[config.mk]
export PLATFORM = sky130hd
export DESIGN_NAME = qla_axis_ctrl
export DESIGN_NICKNAME = d
export VERILOG_FILES = /design/src/hw/qla_pkg.sv /design/src/hw/qla_axis_ctrl.sv /design/src/hw/safety_monitor.sv /design/src/hw/adc_feedback.sv /design/src/hw/dac_cmd_regs.sv /design/src/hw/axil_reg_port.sv
export SDC_FILE = /design/constraint.sdc
export NUM_CORES = 1
export LEC_CHECK = 0
export BUFFER_PORTS_ARGS = -buffer_cell sky130_fd_sc_hd__buf_2
export CORE_MARGIN = 2
export CORE_UTILIZATION = 45
export CTS_BUF_LIST = sky130_fd_sc_hd__clkbuf_8
export CTS_CLUSTER_DIAMETER = 200
export DETAILED_ROUTE_END_ITERATION = 16
export PLACE_DENSITY = 0.79
export RECOVER_POWER = 100
export SLEW_MARGIN = 0
export SYNTH_ARGS = -nofsm -noshare
export SYNTH_HDL_FRONTEND = slang
export SYNTH_SLANG_ARGS = --single-unit
[constraint.sdc]
create_clock -name sysclk -period 3.9 [get_ports sysclk]
set_input_delay 0.78 -clock sysclk [delete_from_list [all_inputs] [get_ports sysclk]]
set_output_delay 0.78 -clock sysclk [all_outputs]
set_load 0.02 [all_outputs]
[src/hw/qla_pkg.sv]
package qla_pkg;

    // --------------------------------------------------
    // sizes and vector types
    // --------------------------------------------------

    localparam int num_axes = 4;                // motor axes on one board

    typedef logic [15:0] addr_t;                // register byte address
    typedef logic [31:0] data_t;                // register data word
    typedef logic [15:0] cur_t;                 // current in dac/adc counts
    typedef cur_t [num_axes-1:0] cur_vec_t;     // slot 0 holds axis 1
    typedef logic [num_axes-1:0] axis_mask_t;   // one bit per axis
    typedef logic [2:0] trip_cnt_t;             // consecutive over-limit samples
    typedef logic [3:0] chan_t;                 // address bits 7..4
    typedef logic [3:0] off_t;                  // address bits 3..0
    typedef logic [$clog2(num_axes)-1:0] axis_idx_t;

    // --------------------------------------------------
    // register map
    // --------------------------------------------------

    localparam chan_t chan_board = 4'd0;        // board-wide registers
    localparam off_t off_adc_data = 4'd0;       // axis reads {cmd, fb}
    localparam off_t off_dac_ctrl = 4'd1;       // axis current command
    localparam off_t off_amp_status = 4'd0;     // board disable mask
    localparam off_t off_amp_clear = 4'd1;      // board write 1 to clear

    // safety check limits
    localparam cur_t safety_margin = 16'd256;   // allowance above 2 * cmd
    localparam trip_cnt_t safety_count = 3'd4;  // samples before trip

    localparam logic [1:0] resp_okay = 2'b00;   // axi OKAY

    // --------------------------------------------------
    // bundles
    // --------------------------------------------------

    typedef struct packed {
        logic  wen;                             // one-cycle write strobe
        addr_t waddr;
        data_t wdata;
    } reg_wr_t;

    typedef struct packed {
        logic     valid;                        // conversion done
        cur_vec_t samples;
    } adc_in_t;

    typedef struct packed {
        cur_vec_t   cmd;
        cur_vec_t   fb;
        axis_mask_t amp_disable;
    } rd_state_t;

    // address field helpers
    function automatic chan_t addr_chan(input addr_t addr);
        return addr[7:4];
    endfunction

    function automatic off_t addr_off(input addr_t addr);
        return addr[3:0];
    endfunction

    // channels 1..num_axes map onto slots 0..num_axes-1
    function automatic axis_idx_t chan_axis(input chan_t chan);
        return axis_idx_t'(chan - chan_t'(1));
    endfunction

endpackage
[src/hw/qla_axis_ctrl.sv]
module qla_axis_ctrl (
    input  logic                sysclk,
    input  logic                reset,

    // axi4-lite slave
    input  qla_pkg::addr_t      s_axil_awaddr,
    input  logic                s_axil_awvalid,
    output logic                s_axil_awready,
    input  qla_pkg::data_t      s_axil_wdata,
    input  logic                s_axil_wvalid,
    output logic                s_axil_wready,
    output logic [1:0]          s_axil_bresp,
    output logic                s_axil_bvalid,
    input  logic                s_axil_bready,
    input  qla_pkg::addr_t      s_axil_araddr,
    input  logic                s_axil_arvalid,
    output logic                s_axil_arready,
    output qla_pkg::data_t      s_axil_rdata,
    output logic [1:0]          s_axil_rresp,
    output logic                s_axil_rvalid,
    input  logic                s_axil_rready,

    // analog side
    input  qla_pkg::adc_in_t    adc_in,         // current feedback samples
    output qla_pkg::cur_vec_t   dac_cmd,        // current commands
    output qla_pkg::axis_mask_t amp_disable     // to the amplifier enables
);

    qla_pkg::reg_wr_t  reg_wr;                  // shared write strobe
    qla_pkg::cur_vec_t cmd;
    qla_pkg::cur_vec_t fb;
    logic              fb_strobe;
    qla_pkg::rd_state_t rd_state;

    // --------------------------------------------------
    // bus port
    // --------------------------------------------------

    assign rd_state = '{cmd: cmd, fb: fb, amp_disable: amp_disable};

    axil_reg_port u_port (
        .sysclk         (sysclk),
        .reset          (reset),
        .s_axil_awaddr  (s_axil_awaddr),
        .s_axil_awvalid (s_axil_awvalid),
        .s_axil_awready (s_axil_awready),
        .s_axil_wdata   (s_axil_wdata),
        .s_axil_wvalid  (s_axil_wvalid),
        .s_axil_wready  (s_axil_wready),
        .s_axil_bresp   (s_axil_bresp),
        .s_axil_bvalid  (s_axil_bvalid),
        .s_axil_bready  (s_axil_bready),
        .s_axil_araddr  (s_axil_araddr),
        .s_axil_arvalid (s_axil_arvalid),
        .s_axil_arready (s_axil_arready),
        .s_axil_rdata   (s_axil_rdata),
        .s_axil_rresp   (s_axil_rresp),
        .s_axil_rvalid  (s_axil_rvalid),
        .s_axil_rready  (s_axil_rready),
        .rd_state       (rd_state),
        .reg_wr         (reg_wr)
    );

    // --------------------------------------------------
    // dac commands and adc feedback
    // --------------------------------------------------

    dac_cmd_regs u_dac (
        .sysclk (sysclk),
        .reset  (reset),
        .reg_wr (reg_wr),
        .cmd    (cmd)
    );

    assign dac_cmd = cmd;                       // parallel words to the dacs

    adc_feedback u_adc (
        .sysclk    (sysclk),
        .reset     (reset),
        .adc_in    (adc_in),
        .fb        (fb),
        .fb_strobe (fb_strobe)
    );

    // --------------------------------------------------
    // safety check of fb against 2 * cmd per axis
    // --------------------------------------------------

    safety_monitor u_safety (
        .sysclk      (sysclk),
        .reset       (reset),
        .cmd         (cmd),
        .fb          (fb),
        .fb_strobe   (fb_strobe),
        .reg_wr      (reg_wr),
        .amp_disable (amp_disable)
    );

endmodule

[src/hw/safety_monitor.sv]
module safety_monitor (
    input  logic                sysclk,
    input  logic                reset,
    input  qla_pkg::cur_vec_t   cmd,            // commanded current
    input  qla_pkg::cur_vec_t   fb,             // measured current
    input  logic                fb_strobe,      // new feedback set
    input  qla_pkg::reg_wr_t    reg_wr,         // for the clear register
    output qla_pkg::axis_mask_t amp_disable     // latched per-axis disable
);

    logic [17:0]          limit [qla_pkg::num_axes];   // 2 * cmd + margin
    qla_pkg::axis_mask_t  over;                 // feedback above limit
    qla_pkg::trip_cnt_t   trip_cnt [qla_pkg::num_axes];
    logic                 amp_clear;            // write to off_amp_clear
    qla_pkg::axis_mask_t  clr_mask;

    // --------------------------------------------------
    // limit compare
    // --------------------------------------------------

    // 18 bits so 2 * 16'hffff + margin cannot wrap
    always_comb begin
        for (int i = 0; i < qla_pkg::num_axes; i++) begin
            limit[i] = {1'b0, cmd[i], 1'b0} + 18'(qla_pkg::safety_margin);
            over[i] = {2'b00, fb[i]} > limit[i];
        end
    end

    // clear lives on the board channel
    assign amp_clear = reg_wr.wen
                    && (qla_pkg::addr_chan(reg_wr.waddr) == qla_pkg::chan_board)
                    && (qla_pkg::addr_off(reg_wr.waddr) == qla_pkg::off_amp_clear);
    assign clr_mask = reg_wr.wdata[qla_pkg::num_axes-1:0];

    // --------------------------------------------------
    // trip counters and disable latch
    // --------------------------------------------------

    always_ff @(posedge sysclk) begin
        if (reset) begin
            amp_disable <= '0;
            for (int i = 0; i < qla_pkg::num_axes; i++) begin
                trip_cnt[i] <= '0;
            end
        end else begin
            for (int i = 0; i < qla_pkg::num_axes; i++) begin
                if (amp_clear && clr_mask[i]) begin
                    // clear wins over a same-cycle sample
                    trip_cnt[i] <= '0;
                    amp_disable[i] <= 1'b0;
                end else if (fb_strobe) begin
                    if (!over[i]) begin
                        trip_cnt[i] <= '0;      // run broken so start over
                    end else if (trip_cnt[i] != qla_pkg::safety_count) begin
                        trip_cnt[i] <= trip_cnt[i] + qla_pkg::trip_cnt_t'(1);
                        if (trip_cnt[i] == qla_pkg::safety_count - qla_pkg::trip_cnt_t'(1)) begin
                            amp_disable[i] <= 1'b1;   // trip
                        end
                    end
                    // saturated counter just holds
                end
            end
        end
    end

endmodule

[src/hw/adc_feedback.sv]
module adc_feedback (
    input  logic              sysclk,
    input  logic              reset,
    input  qla_pkg::adc_in_t  adc_in,           // parallel samples + valid
    output qla_pkg::cur_vec_t fb,               // last captured feedback
    output logic              fb_strobe         // one pulse per conversion
);

    // --------------------------------------------------
    // sample capture
    // --------------------------------------------------

    // all four currents convert together, so one strobe covers them
    always_ff @(posedge sysclk) begin
        if (reset) begin
            fb <= '0;
        end else if (adc_in.valid) begin
            fb <= adc_in.samples;               // hold until next conversion
        end
    end

    // strobe lines up with the updated fb
    always_ff @(posedge sysclk) begin
        if (reset) begin
            fb_strobe <= 1'b0;
        end else begin
            fb_strobe <= adc_in.valid;
        end
    end

    // no back-pressure toward the adc
    // a conversion during a bus stall still lands here

endmodule

[src/hw/dac_cmd_regs.sv]
module dac_cmd_regs (
    input  logic              sysclk,
    input  logic              reset,
    input  qla_pkg::reg_wr_t  reg_wr,           // from bus port
    output qla_pkg::cur_vec_t cmd               // current commands to the dacs
);

    qla_pkg::chan_t wr_chan;                    // target channel of the write
    qla_pkg::off_t  wr_off;
    logic           dac_wr;                     // write hits a dac_ctrl offset
    qla_pkg::cur_t  new_cmd;

    // --------------------------------------------------
    // address decode
    // --------------------------------------------------

    assign wr_chan = qla_pkg::addr_chan(reg_wr.waddr);
    assign wr_off = qla_pkg::addr_off(reg_wr.waddr);
    assign dac_wr = reg_wr.wen && (wr_off == qla_pkg::off_dac_ctrl);

    // only the low half of the bus word carries the command
    assign new_cmd = reg_wr.wdata[15:0];

    // --------------------------------------------------
    // command registers
    // --------------------------------------------------

    // one register per axis with channel i+1 loading slot i
    always_ff @(posedge sysclk) begin
        if (reset) begin
            cmd <= '0;                          // amplifiers start at zero current
        end else if (dac_wr) begin
            for (int i = 0; i < qla_pkg::num_axes; i++) begin
                if (wr_chan == qla_pkg::chan_t'(i + 1)) begin
                    cmd[i] <= new_cmd;
                end
            end
        end
    end

    // board channel and unused channels fall through untouched
    // dac serial shift-out happens outside this block

endmodule

[src/hw/axil_reg_port.sv]
module axil_reg_port (
    input  logic               sysclk,
    input  logic               reset,

    // write address and data
    input  qla_pkg::addr_t     s_axil_awaddr,
    input  logic               s_axil_awvalid,
    output logic               s_axil_awready,
    input  qla_pkg::data_t     s_axil_wdata,
    input  logic               s_axil_wvalid,
    output logic               s_axil_wready,

    // write response
    output logic [1:0]         s_axil_bresp,
    output logic               s_axil_bvalid,
    input  logic               s_axil_bready,

    // read address and data
    input  qla_pkg::addr_t     s_axil_araddr,
    input  logic               s_axil_arvalid,
    output logic               s_axil_arready,
    output qla_pkg::data_t     s_axil_rdata,
    output logic [1:0]         s_axil_rresp,
    output logic               s_axil_rvalid,
    input  logic               s_axil_rready,

    // register side
    input  qla_pkg::rd_state_t rd_state,        // readable state of the board
    output qla_pkg::reg_wr_t   reg_wr           // write strobe to the banks
);

    logic                wr_accept;             // aw and w taken together
    logic                rd_accept;
    logic                wen_q;
    qla_pkg::addr_t      waddr_q;
    qla_pkg::data_t      wdata_q;
    qla_pkg::chan_t      rd_chan;
    qla_pkg::off_t       rd_off;
    qla_pkg::axis_idx_t  rd_axis;
    qla_pkg::data_t      rd_word;               // selected read word

    // --------------------------------------------------
    // write channel
    // --------------------------------------------------

    // both halves must be present and at most one write in flight
    assign wr_accept = s_axil_awvalid && s_axil_wvalid && !s_axil_bvalid;
    assign s_axil_awready = wr_accept;
    assign s_axil_wready = wr_accept;
    assign s_axil_bresp = qla_pkg::resp_okay;   // no slave errors

    always_ff @(posedge sysclk) begin
        if (reset) begin
            wen_q <= 1'b0;
            s_axil_bvalid <= 1'b0;
        end else begin
            wen_q <= wr_accept;                 // single pulse since bvalid blocks a repeat
            if (wr_accept) begin
                s_axil_bvalid <= 1'b1;
            end else if (s_axil_bready) begin
                s_axil_bvalid <= 1'b0;          // response taken
            end
        end
    end

    // holding register for the accepted write
    always_ff @(posedge sysclk) begin
        if (wr_accept) begin
            waddr_q <= s_axil_awaddr;
            wdata_q <= s_axil_wdata;
        end
    end

    assign reg_wr = '{wen: wen_q, waddr: waddr_q, wdata: wdata_q};

    // --------------------------------------------------
    // read channel
    // --------------------------------------------------

    assign rd_accept = s_axil_arvalid && !s_axil_rvalid;
    assign s_axil_arready = rd_accept;
    assign s_axil_rresp = qla_pkg::resp_okay;

    assign rd_chan = qla_pkg::addr_chan(s_axil_araddr);
    assign rd_off = qla_pkg::addr_off(s_axil_araddr);
    assign rd_axis = qla_pkg::chan_axis(rd_chan);

    // read mux where anything unmapped returns zero
    always_comb begin
        rd_word = '0;
        if (rd_chan == qla_pkg::chan_board) begin
            if (rd_off == qla_pkg::off_amp_status) begin
                rd_word = qla_pkg::data_t'(rd_state.amp_disable);
            end
        end else if (rd_chan <= qla_pkg::chan_t'(qla_pkg::num_axes)) begin
            case (rd_off)
                qla_pkg::off_adc_data: rd_word = {rd_state.cmd[rd_axis], rd_state.fb[rd_axis]};
                qla_pkg::off_dac_ctrl: rd_word = qla_pkg::data_t'(rd_state.cmd[rd_axis]);
                default:               rd_word = '0;
            endcase
        end
    end

    always_ff @(posedge sysclk) begin
        if (reset) begin
            s_axil_rvalid <= 1'b0;
        end else if (rd_accept) begin
            s_axil_rvalid <= 1'b1;
        end else if (s_axil_rready) begin
            s_axil_rvalid <= 1'b0;              // data taken
        end
    end

    always_ff @(posedge sysclk) begin
        if (rd_accept) begin
            s_axil_rdata <= rd_word;            // snapshot at accept
        end
    end

endmodule

* Word level (Yosys, flattened, before mapping)
Memories as Yosys holds them, arrays and structs flattened.
Cells that the tools add are included.
** Operators by class
- Multipliers :: 0
- Bitwise gates (word level) :: 12
- Shifts and indexed selects :: 0
- Reductions and logical operators :: 29
- Add/subtract/negate cells :: 9
- $lt $le $gt $ge :: 6
- Equal/unequal tests :: 14
- Multiplexer cells :: 82
- Div/mod/pow operators :: 0
** Operators by type and width (number)
- adder 17 x 9 -> 18 bit, second input constant :: 4
- > comparator 16 x 18 -> 1 bit :: 4
- binary-select mux 16 bit (select 2 bit) :: 2
- two-way mux 32 bit :: 2
- case mux 32 bit (2 select lines) :: 1
- two-way mux 1 bit :: 62
- two-way mux 3 bit :: 12
- two-way mux 16 bit :: 2
- AND reduction 4 bit :: 4
- adder 3 x 1 -> 3 bit, second input constant :: 4
- == test 3 x 2 -> 1 bit, second input constant :: 4
- == test 4 x 1 -> 1 bit, second input constant :: 3
- logical NOT 4 bit :: 3
- != test 3 bit, second input constant :: 4
- bitwise OR 1 bit :: 12
- logical AND 1 bit :: 10
- == test 4 x 2 -> 1 bit, second input constant :: 2
- AND reduction 2 bit :: 4
- OR reduction 2 bit :: 4
- == test 4 x 3 -> 1 bit, second input constant :: 1
- less-or-equal comparator 4 x 3 -> 1 bit, second input constant :: 1
- two-way mux 4 bit :: 1
- nonzero test 2 bit :: 2
- < comparator 2 x 3 -> 1 bit, second input constant :: 1
- 2 further kinds :: 3
** Storage, ports and cells
- Memory bits (writable) :: 12
- Bits of input ports :: 136
- Output and inout bits :: 109
- Memories :: 1
- Bits in latches :: 0
- Logic and storage cells :: 172
- Memory bits (read-only) :: 0
- Register bits after elaboration :: 192
** Memories
- u_safety.trip_cnt :: words 4, bits a word 3, read ports 4, clocked after memory_dff 0, write ports 4, line safety_monitor.sv:13 : qla_pkg::trip_cnt_t trip_cnt [qla_pkg::num_axes];

* Depth between registers and ports, before layout
- Depth in word-level cells :: 10
- Mapped depth :: 10
- Gate-level depth less buffers :: 10

* Modules after synthesis
A second synthesis with hierarchy kept.
** Unflattened totals
- Cell total of the unflattened synthesis :: 988
- Area total of the unflattened synthesis :: 11524.8 um2
** By module, submodules not included
- axil_reg_port :: cells each 189, area an instance 3741.1 um2, sequential area each 2462.4 um2, times used 1
- safety_monitor :: cells each 360, area an instance 2889.0 um2, sequential area each 440.4 um2, times used 1
- dac_cmd_regs :: cells each 231, area an instance 2583.7 um2, sequential area each 1281.2 um2, times used 1
- adc_feedback :: cells each 208, area an instance 2311.0 um2, sequential area each 1301.2 um2, times used 1

* Least setup slack after synthesis
Ideal clock, no wire load.
- Path type :: in2out
- Start :: input s_axil_arvalid
- End :: output s_axil_arready
- Data arrival time :: 2.478 ns
- Cell stages on the path :: 1
- Buffers on the path :: 0
- Path slack :: 0.642 ns
- Required time :: 3.120 ns
- Path through :: nor2b_1
** On the way
- Word-level cells in the longest chain between the ends :: 1
** Ends and longest elaborated chain
- start: declaration :: line qla_axis_ctrl.sv:16 : input logic s_axil_arvalid,
- logical AND 1 bit :: line axil_reg_port.sv:80 : assign rd_accept = s_axil_arvalid && !s_axil_rvalid;
- end: declaration :: line qla_axis_ctrl.sv:17 : output logic s_axil_arready,
Every way passes these cells.

* Worst setup path after layout
- Start :: register u_port.waddr_q[1]
- End :: register u_dac.cmd[42] in the netlist's numbering
** On the way
- Word-level cells in the longest chain between the ends :: 3
** Ends and longest elaborated chain
- start: declaration :: line axil_reg_port.sv:35 : qla_pkg::addr_t waddr_q;
- start signal: assignment :: line axil_reg_port.sv:69 : waddr_q <= s_axil_awaddr;
- == test 4 x 1 -> 1 bit :: line dac_cmd_regs.sv:19 : assign dac_wr = reg_wr.wen && (wr_off == qla_pkg::off_dac_ctrl);
- logical AND 1 bit :: line dac_cmd_regs.sv:19
- AND reduction 2 bit (no line)
- end signal: indexed assignment :: line dac_cmd_regs.sv:35 : cmd[i] <= new_cmd;
- end: declaration :: line dac_cmd_regs.sv:5 : output qla_pkg::cur_vec_t cmd
Every way passes these cells.
A chain may end at the register's enable or synchronous reset.

==> flow_summary.ini <==
[power_and_ir_drop]
power_mw = 4.78
p_leak_nw = 5.16
power_density_mw_per_mm2 = 390
p_int_mw = 3.54
peakVddDrop_v = 0.000183
sw_frac_of_total_pct = 26.0
seqPwrFrac_pct = 49.4
p_clk_share_pct = 40.4
comb_power_share_pct = 10.2
switchingPower_mw = 1.24

[global_route]
grt_max_degree = 77
grt_first_pass_wirelength_um = 46600
grt_antenna_before_repair = 2
grt_pass1_vias = 8365
grt-ovfl-total = 0
grtUsageTotal_pct = 24.8

[detailed_routing]
vias = 8541
routed_wl_um = 30400
viasPerCell = 5.63
drt_iter0_markers = 748
dr.pass1.iters = 5
antenna_left = 0
drc = 0
wl_per_cell_um = 20.0

[place]
dp_hpwl_um = 23100
gp_congestion = 0.967
portBuffers = 208

[die]
io_pins = 245
die-area_mm2 = 0.0245
core_area_mm2 = 0.0227
start_util_pct = 46.0
die_h_um = 156
row_count = 55
die_x_um = 156

[clock_tree]
cts_sinks = 204
cts-buffers-inserted = 35
clk_path_buf_depth = 3
clk_pin_slew_ns = 0.06
cts_resized = 0
postCtsHoldBufs = 0
clock_latency_ns = 0.54
h-tree-depth = 2
post-cts-setup-buffers = 0
cts_tree = yes
clock-root-buffer = clkbuf_8

[job]
cap_viol_max_count = 3

[timing]
relSlewSlack_pct = -54.8
setup_viol = 0
hold_viol = 0
setup_tns_ns = 0
rsz0062_at_grt = no
period_share_pct = 79.6
min_period_ns = 3.11
fin_skew_ns = 0.0297
worst_pin_slew_ns = 2.32
fmax_mhz = 322
slew_violations = 176

[setup_path]
cp-end-kind = register
worst_ep_required_time_ns = 4.25
reg2regPathDepth = 5
worstSetupPathType = register to register
r2r-start = u_port.waddr_q[1]
cp.arrival_ns = 3.46
reg2reg_slack_ns = 0.79
cp-start-kind = register
r2r_end = u_dac.cmd[42]
critPathMaxFanout = 16

[synth]
synth.top_cell.area_share_pct = 26.1
synth_area_leader_cell = dfxtp_1
synth_area_mm2 = 0.0104
async_flop_share_pct = 0
yosys-top-cells-area = dfxtp_1 (26%), edfxtp_1 (20%), mux2i_1 (9.4%)
synth_edf_count = 68
syn_area_per_cell_um2 = 10.5
synth_ff_type = dfxtp_1
yosysWarnings = 0
synth.distinct_cells = 58
netlist_instances = 999
synth_seq_cells = 204
ys_seq_area_share_pct = 45.6

[finish]
finalNetCount = 1417
num-fill-cells = 2054
final_layout_size_suffix_gt1_share_pct = 16.0
areaGrowthSynthToFinish_pct = 17.2

[worst_hold_path]
hp-class = input port to register
min_from = s_axil_wdata[7]
whs_path_depth = 1
holdPathEnd = u_port.wdata_q[7]

[status]
violations = capacitance limit, slew limit
status = complete, but fails checks
[layout make-up]
type                       instances  area [um2]  area share (%)
inverter                          61         229            1.87
multi-input combinational        686        5240            42.8
sequential                       204        4760            38.9
clock buffer                      42         578            4.72
tap                              285         357            2.91
timing repair buffer             216         955            7.79
antenna                            1        2.50          0.0204
clock inverter                    21         119           0.970
[metrics by stage]
step                hold WS [ns]  area [um2]  instances  worst slack (ns)  utilization [%]
detailed placement         0.476       11700       1452             0.955             51.6
floorplan                  0.469       10500       1002             0.642                -
CTS                        0.396       12400       1515             0.933             54.7
global placement           0.469       11700       1452             0.992             51.6
global route               0.403       12200       1516             0.472             53.9
finish                     0.418       12200       1516             0.794             53.9
[power by group through the flow]
stage,clock (mW),sequential [mW],combinational [mW]
3_3_place_gp,0,2.40,0.475
4_1_cts,1.97,2.35,0.493
6_report,1.93,2.36,0.488
2_1_floorplan,0,2.39,0.312
5_1_grt,2.05,2.37,0.536
3_5_place_dp,0,2.40,0.491
[worst max-delay path, cell delays in order (launching register included)]
cell and delay [ns]:
edfxtp_1 0.35, or4b_1 0.61, nor3_1 0.82, nand3_2 0.72, mux2i_1 0.36, nor2_1 0.07
[worst max path at each step]
stage	from	to	slack, ns	cells past startpoint
after floorplan	s_axil_arvalid	s_axil_arready	0.64	1
after global placement	u_dac.cmd[55]	u_safety.trip_cnt[3][0]	0.99	10
after detailed placement	u_dac.cmd[23]	u_safety.trip_cnt[1][1]	0.96	10
after CTS	u_dac.cmd[55]	u_safety.trip_cnt[3][0]	0.93	10
after global routing	u_port.waddr_q[1]	u_dac.cmd[32]	0.47	5
final	u_port.waddr_q[1]	u_dac.cmd[42]	0.79	5
[placed cells by master, fill, tap and decap left out, types with 14 or more instances in the layout]
cell type | netlist | layout
mux4_2 | 31 | 31
dfxtp_1 | 136 | 136
clkbuf_1 | 33 | 109
nor2_1 | 114 | 114
nand2_1 | 99 | 99
clkbuf_8 | 0 | 42
edfxtp_1 | 68 | 68
buf_2 | 4 | 101
xnor2_1 | 14 | 14
nand3_1 | 25 | 25
a21oi_1 | 48 | 48
inv_1 | 61 | 70
mux2i_1 | 98 | 98
nor3_1 | 13 | 14
ha_1 | 77 | 77
[cell usage after synthesis, drive strengths merged (13+ instances only)]
library cell  count
edfxtp           68
and2             16
nor2            114
clkbuf           34
buf              17
ha               77
inv              61
xnor2            14
nand3            26
nand4            13
a21oi            48
a22o             13
dfxtp           136
nor3             14
mux4             32
nand2            99
mux2i            98
[logic make-up after synthesis]
family                     Yosys count  share of synthesized area [%]
xor gates and xnor gates            25                           2.10
AOI/OAI and AO/OA                  112                           7.11
adders and majority gates           77                           9.22
DFF                                204                           45.6
buffers and inverters              112                           4.33
and+or+nand+nor                    338                           15.3
other                                1                         0.0359
muxes                              130                           16.3
[state kept, by name, summed over array words and instances, names as in the netlist]
signal and flops:
u_safety.amp_disable 4, u_port.waddr_q 8, u_port.s_axil_bvalid 1, u_safety.trip_cnt 12, u_adc.fb 64, u_dac.cmd 64
u_port.s_axil_rdata 32, u_port.wen_q 1, u_port.s_axil_rvalid 1, u_port.wdata_q 16, u_adc.fb_strobe 1
[per-layer routing]
layer / wire length (um) / share of wire (%) / global-route usage [%] / up-vias
met4: 1170 / 3.9 / 10.4 / 2
met5: 12 / 0.040 / 0 / -
met1: 12700 / 42 / 32.4 / 4039
met2: 13500 / 44 / 39.2 / 421
met3: 3020 / 9.9 / 6.15 / 83
li1: - / - / - / 3996
No activity file was read; power rests on OpenSTA's default activity.
